==> config.mk <==
export PLATFORM = sky130hd
export DESIGN_NAME = axis_fir_lowpass
export DESIGN_NICKNAME = d
export VERILOG_FILES = /design/src/fir_pkg.sv /design/src/axis_fir_lowpass.sv /design/src/fir_out_stage.sv /design/src/fir_tap_chain.sv
export VERILOG_INCLUDE_DIRS = /design/src
export SDC_FILE = /design/constraint.sdc
export NUM_CORES = 2
export LEC_CHECK = 0
export ABC_AREA = 1
export BUFFER_PORTS_ARGS = -buffer_cell sky130_fd_sc_hd__buf_2
export CORE_ASPECT_RATIO = 0.75
export CORE_MARGIN = 1.5
export CORE_UTILIZATION = 55
export DETAILED_ROUTE_END_ITERATION = 10
export GPL_TIMING_DRIVEN = 0
export PLACE_DENSITY_LB_ADDON = 0.08
export SYNTH_ARGS = -nofsm -noshare
export SYNTH_HDL_FRONTEND = slang
export SYNTH_HIERARCHICAL = 1
export SYNTH_SLANG_ARGS = --single-unit
==> constraint.sdc <==
create_clock -name s00_axis_aclk -period 14.65 [get_ports s00_axis_aclk]
set_input_delay 3.6625 -clock s00_axis_aclk [delete_from_list [all_inputs] [get_ports s00_axis_aclk]]
set_output_delay 3.6625 -clock s00_axis_aclk [all_outputs]
set_load 0.01 [all_outputs]
==> src/fir_settings.svh <==
`ifndef FIR_SETTINGS_SVH
`define FIR_SETTINGS_SVH

// number of filter taps, the table in fir_pkg has this many entries
`define FIR_NUM_TAPS 15

// stream word width on both sides
`define FIR_BUS_WIDTH 64

// input sample sits in the upper half of the stream word
`define FIR_SAMPLE_WIDTH 32
`define FIR_SAMPLE_MSB 63

`define FIR_COEFF_WIDTH 16

// partial sums and the filter result
`define FIR_ACC_WIDTH 64

`endif

==> src/fir_pkg.sv <==
`include "fir_settings.svh"

package fir_pkg;

        // raw stream data word
        typedef logic [`FIR_BUS_WIDTH-1:0] bus_word_t;

        // signed sample taken from the upper half of a word
        typedef logic signed [`FIR_SAMPLE_WIDTH-1:0] sample_t;

        typedef logic signed [`FIR_COEFF_WIDTH-1:0] coeff_t;

        // partial sum in the chain, also the width of one output word
        typedef logic signed [`FIR_ACC_WIDTH-1:0] acc_t;

        typedef coeff_t coeff_table_t [`FIR_NUM_TAPS];

        // symmetric low-pass taps, index 0 multiplies the newest sample
        localparam coeff_table_t FIR_COEFFS = '{
                -16'sd12,
                16'sd0,
                16'sd31,
                16'sd0,
                -16'sd78,
                16'sd0,
                16'sd307,
                16'sd512,
                16'sd307,
                16'sd0,
                -16'sd78,
                16'sd0,
                16'sd31,
                16'sd0,
                -16'sd12
        };

endpackage

==> src/axis_fir_lowpass.sv <==
`timescale 1ns/1ps
`include "fir_settings.svh"

module axis_fir_lowpass (
        input  logic               s00_axis_aclk,
        input  logic               rst_n,

        // input stream
        input  logic               s00_axis_tvalid,
        input  fir_pkg::bus_word_t s00_axis_tdata,
        input  logic               s00_axis_tlast,
        output logic               s00_axis_tready,

        // filtered output stream
        input  logic               m00_axis_tready,
        output logic               m00_axis_tvalid,
        output fir_pkg::bus_word_t m00_axis_tdata,
        output logic               m00_axis_tlast
);
        import fir_pkg::*;

        sample_t sample;
        acc_t    result;
        logic    result_last;
        logic    accept;

        // lower half of the input word carries nothing
        assign sample = s00_axis_tdata[`FIR_SAMPLE_MSB -: `FIR_SAMPLE_WIDTH];

        fir_tap_chain i_fir_tap_chain (
                .s00_axis_aclk (s00_axis_aclk),
                .rst_n         (rst_n),
                .accept        (accept),
                .sample        (sample),
                .sample_last   (s00_axis_tlast),
                .result        (result),
                .result_last   (result_last)
        );

        // handshake decided here, the chain only steps on accept
        fir_out_stage i_fir_out_stage (
                .s00_axis_aclk   (s00_axis_aclk),
                .rst_n           (rst_n),
                .in_valid        (s00_axis_tvalid),
                .result          (result),
                .result_last     (result_last),
                .m00_axis_tready (m00_axis_tready),
                .in_ready        (s00_axis_tready),
                .accept          (accept),
                .m00_axis_tvalid (m00_axis_tvalid),
                .m00_axis_tdata  (m00_axis_tdata),
                .m00_axis_tlast  (m00_axis_tlast)
        );

endmodule

==> src/fir_out_stage.sv <==
`timescale 1ns/1ps

module fir_out_stage (
        input  logic               s00_axis_aclk,
        input  logic               rst_n,
        input  logic               in_valid,
        input  fir_pkg::acc_t      result,
        input  logic               result_last,
        input  logic               m00_axis_tready,
        output logic               in_ready,
        output logic               accept,
        output logic               m00_axis_tvalid,
        output fir_pkg::bus_word_t m00_axis_tdata,
        output logic               m00_axis_tlast
);
        import fir_pkg::*;

        logic deliver;

        // room when the register is empty or is being emptied this cycle
        assign in_ready = !m00_axis_tvalid || m00_axis_tready;
        assign accept   = in_valid && in_ready;
        assign deliver  = m00_axis_tvalid && m00_axis_tready;

        always_ff @(posedge s00_axis_aclk or negedge rst_n) begin
                if (!rst_n) begin
                        m00_axis_tvalid <= 1'b0;
                end else if (accept) begin
                        m00_axis_tvalid <= 1'b1;
                end else if (deliver) begin
                        m00_axis_tvalid <= 1'b0;
                end
        end

        // word and tlast only change on accept, so they hold while stalled
        always_ff @(posedge s00_axis_aclk) begin
                if (accept) begin
                        m00_axis_tdata <= bus_word_t'(result);
                        m00_axis_tlast <= result_last;
                end
        end

endmodule

==> src/fir_tap_chain.sv <==
`timescale 1ns/1ps
`include "fir_settings.svh"

module fir_tap_chain (
        input  logic             s00_axis_aclk,
        input  logic             rst_n,
        // one sample taken in this cycle
        input  logic             accept,
        input  fir_pkg::sample_t sample,
        input  logic             sample_last,
        output fir_pkg::acc_t    result,
        output logic             result_last
);
        import fir_pkg::*;

        // partial-sum registers between the taps
        localparam int NUM_REGS = `FIR_NUM_TAPS - 1;

        acc_t sample_ext;
        acc_t prod [`FIR_NUM_TAPS];
        acc_t chain [NUM_REGS];

        // sign extend once, every product is formed at full accumulator width
        assign sample_ext = acc_t'(sample);

        always_comb begin
                for (int k = 0; k < `FIR_NUM_TAPS; k++) begin
                        prod[k] = sample_ext * acc_t'(FIR_COEFFS[k]);
                end
        end

        // transposed form
        // chain[i] holds the contribution of older samples to the next output
        // and moves one step towards chain[0] per accepted sample
        always_ff @(posedge s00_axis_aclk or negedge rst_n) begin
                if (!rst_n) begin
                        for (int i = 0; i < NUM_REGS; i++) begin
                                chain[i] <= '0;
                        end
                end else if (accept) begin
                        for (int i = 0; i < NUM_REGS; i++) begin
                                if (i == NUM_REGS - 1) begin
                                        // oldest tap has nothing above it
                                        chain[i] <= prod[i + 1];
                                end else begin
                                        chain[i] <= prod[i + 1] + chain[i + 1];
                                end
                        end
                end
        end

        // output for the sample currently on the input
        assign result = prod[0] + chain[0];

        // tlast belongs to the same sample as result
        assign result_last = sample_last;

endmodule

==> flow_summary.yaml <==
critical_path:
  critPathLaunch: "s00_axis_tdata[33]"
  worstSetupPathType: "input pin to flop"
  cp-start-kind: "input pin"
  crit_fanout: 9
  critPathSlowestCell: "xnor2_1"
  arrival_ns: 12.75
  max_stage_delay_ns: 1.12
  path_buf_inv: 5
  endpoint_kind: "flop"
  crit_required_ns: 15.29
  crit_family: "adder cells"
  reg2reg_from: "i_fir_out_stage/m00_axis_tvalid"
detailed_routing:
  route.detailed.vias_per_inst: 6.150
  drt-initial-drc-count: 10780
  num_vias: 80190
  avgRoutedWirePerCell_um: 26.24
  drc_errors: 0
  drt_wl_total_um: 342100
  ant_nets: 0
  drt_pass1_iterations: 10
grt:
  grt_usage_pct: 46.12
  grt_pass1_vias: 73010
  antenna_found_initial: 18
  grt_first_pass_wirelength_um: 483700
  grt.overflow.total: 0
  grt_max_degree: 124
synthesis:
  ys_async_sr_fraction_pct: 92.37
  yosys_warnings: 6
  ys_seq_area_share_pct: 27.62
  yosysTopAreaCellShare_pct: 25.13
  yosysUniqueCellTypes: 67
  syn_area_per_cell_um2: 7.209
  yosys-top-cells-area: "dfrtp_1, nand2_1, ha_1, inv_1, fa_1"
  synth_largest_area_cell: "dfrtp_1"
  ys_seq_elements: 852
  synth_fp_nets: 11990
  synthesis.area_um2: 78380
  synth_flop_cell: "dfrtp_1"
  netlist_instances: 10870
  synth_edf_count: 65
timing:
  layout_min_cycle_time_ns: 12.11
  finalHoldViolCount: 0
  timing_worst_slew_pin_value_ns: 1.688
  fin_crit_sh_pct: 82.67
  fmax_mhz: 82.57
  fin_skew_ns: 0.05172
  rsz0062_at_grt: "no"
  max_slew_margin_pct: -13.34
  finalSetupViolCount: 0
  drv_slew: 29
clock_tree:
  cts_tree: "yes"
  cts_setup_buffers: 0
  numCtsBuffers: 89
  cts_resized: 0
  clock-sinks: 852
  cts_hold_buf: 0
  cts.clk_slew.worst_paths_ns: 0.07
  cts_root_buf: "clkbuf_16"
  ctsLongestPathBuffers: 3
  htreeDepth: 3
  insertion_delay_ns: 0.75
floorplanning:
  pin_count: 136
  die_x_um: 438.9
  start_util_pct: 55.65
  core_region_area_um2: 140900
  dieHeight_um: 329.9
  die_area_um2: 144800
  rows: 119
layout:
  fin_cells: 13040
  seq_area_um2: 21650
  drive_above_1_share_pct: 5.182
  fin_nets: 12190
  fillCellCount: 13090
  multi_input_area_um2: 50330
  areaGrowthSynthToFinish_pct: 8.146
run:
  maxCapViolations: 13
outcome:
  failed_checks: "max-capacitance violations, max-slew violations"
  run_status: "finished, violations left"
min_path:
  hold_path.class: "flop to flop"
  hold_path_startpoint: "i_fir_tap_chain/chain[795]"
place:
  io_buffer_count: 102
  gp_congestion: 1.093
  hpwlAfterDp_um: 286500
  dp_cells: 12860
-- Yosys cell counts (25+ instances only) --
cell / n
nand2_1: 2837
inv_1: 1512
nor2_1: 1007
ha_1: 793
dfrtp_1: 787
a21oi_1: 749
o21ai_0: 715
nand3_1: 437
fa_1: 251
xor2_1: 208
xnor2_1: 186
a31oi_1: 143
clkbuf_1: 137
nor3_1: 104
o21ai_1: 101
o21bai_1: 95
a21o_1: 81
edfxtp_1: 65
o21ai_2: 62
nand4_1: 60
nand2_2: 52
o21a_1: 50
nand3b_1: 38
or2_1: 38
a21oi_2: 37
or2_2: 34
nor4_1: 33
o211ai_1: 33
buf_2: 29
a21boi_0: 25
-- metal layers --
layer,vias to the layer above,wire (um),GRT usage (%)
li1,35900,-,-
met1,38480,145100,66.04
met2,5160,123300,57.42
met3,630,61430,25.40
met4,16,12150,14.82
met5,-,117,0
-- final timing paths --
check	end	slack, ns	cells after the start
max reg2reg	i_fir_tap_chain/chain[823]	9.99	9
max in group asynchronous	i_fir_tap_chain/chain[703]	9.57	4
max	i_fir_tap_chain/chain[703]	2.54	29
min	i_fir_tap_chain/chain[859]	0.47	2
min reg2reg	i_fir_tap_chain/chain[859]	0.47	2
min in group asynchronous	i_fir_tap_chain/chain[502]	2.86	1
-- worst register-to-register path, stage by stage (launching register included) --
cell and delay (ns):
dfrtp_1 0.41, a21oi_4 0.29, buf_12 0.25, buf_12 0.26
buf_2 0.52, buf_6 0.27, clkbuf_1 0.63, buf_1 1.15
nand3_1 0.63, nand2_1 0.19
-- area by class of cell --
| class | instances | share of cell area [%] |
|---|---|---|
| Antenna cell | 11 | 0.03247 |
| Buffer | 180 | 0.8975 |
| Clock buffer | 120 | 2.995 |
| Clock inverter | 45 | 0.6480 |
| Inverter | 1530 | 6.775 |
| Multi-Input combinational cell | 8311 | 59.38 |
| Sequential cell | 852 | 25.54 |
| Tap cell | 1875 | 2.768 |
| Timing Repair Buffer | 116 | 0.9698 |
-- cells by family (layout without fill, tap and decap cells) --
family	Yosys count	after routing	share of synthesized area, %
flops	852	852	27.62
fa+ha+maj	1044	1044	19.07
buf+inv	1710	1991	8.295
simple gates	4689	4689	24.48
other cells	0	11	0
compound gates	2184	2184	16.13
xor+xnor	394	394	4.403
-- flip-flops by register name, summed over array words and instances, names as in the netlist --
register,flops
i_fir_out_stage/m00_axis_tlast,1
i_fir_tap_chain/chain,786
i_fir_out_stage/m00_axis_tvalid,1
i_fir_out_stage/m00_axis_tdata,64
-- metrics by stage --
stage               instance area [um^2]  utilization [%]  worst slack, ns  hold slack, ns  TNS [ns]
floorplan                          78380                -            4.861          0.4422         0
global placement                   81240            57.67           -6.342          0.4557  -4798.45
detailed placement                 81550            57.90            2.465          0.4621         0
CTS                                84640            60.09            3.203          0.4590         0
global route                       84740            60.16            2.499          0.4885         0
finish                             84760            60.18            2.539          0.4684         0
-- cells in the final DEF (no fill, tap or decap), types with 25 or more instances in the layout --
master	count
a21boi_0	25
a21o_1	81
a21oi_1	748
a21oi_2	37
a31oi_1	143
buf_2	130
clkbuf_1	147
clkbuf_16	90
dfrtp_1	787
edfxtp_1	65
fa_1	251
ha_1	793
inv_1	1512
nand2_1	2835
nand2_2	54
nand3_1	437
nand3b_1	38
nand4_1	60
nor2_1	1007
nor3_1	104
nor4_1	33
o211ai_1	33
o21a_1	50
o21ai_0	715
o21ai_1	101
o21ai_2	62
o21bai_1	95
or2_1	38
or2_2	34
xnor2_1	183
xor2_1	200
Power is left out: the tool's default activity adds up to more than one toggle a clock period on the data nets, which glitch-free logic cannot reach.
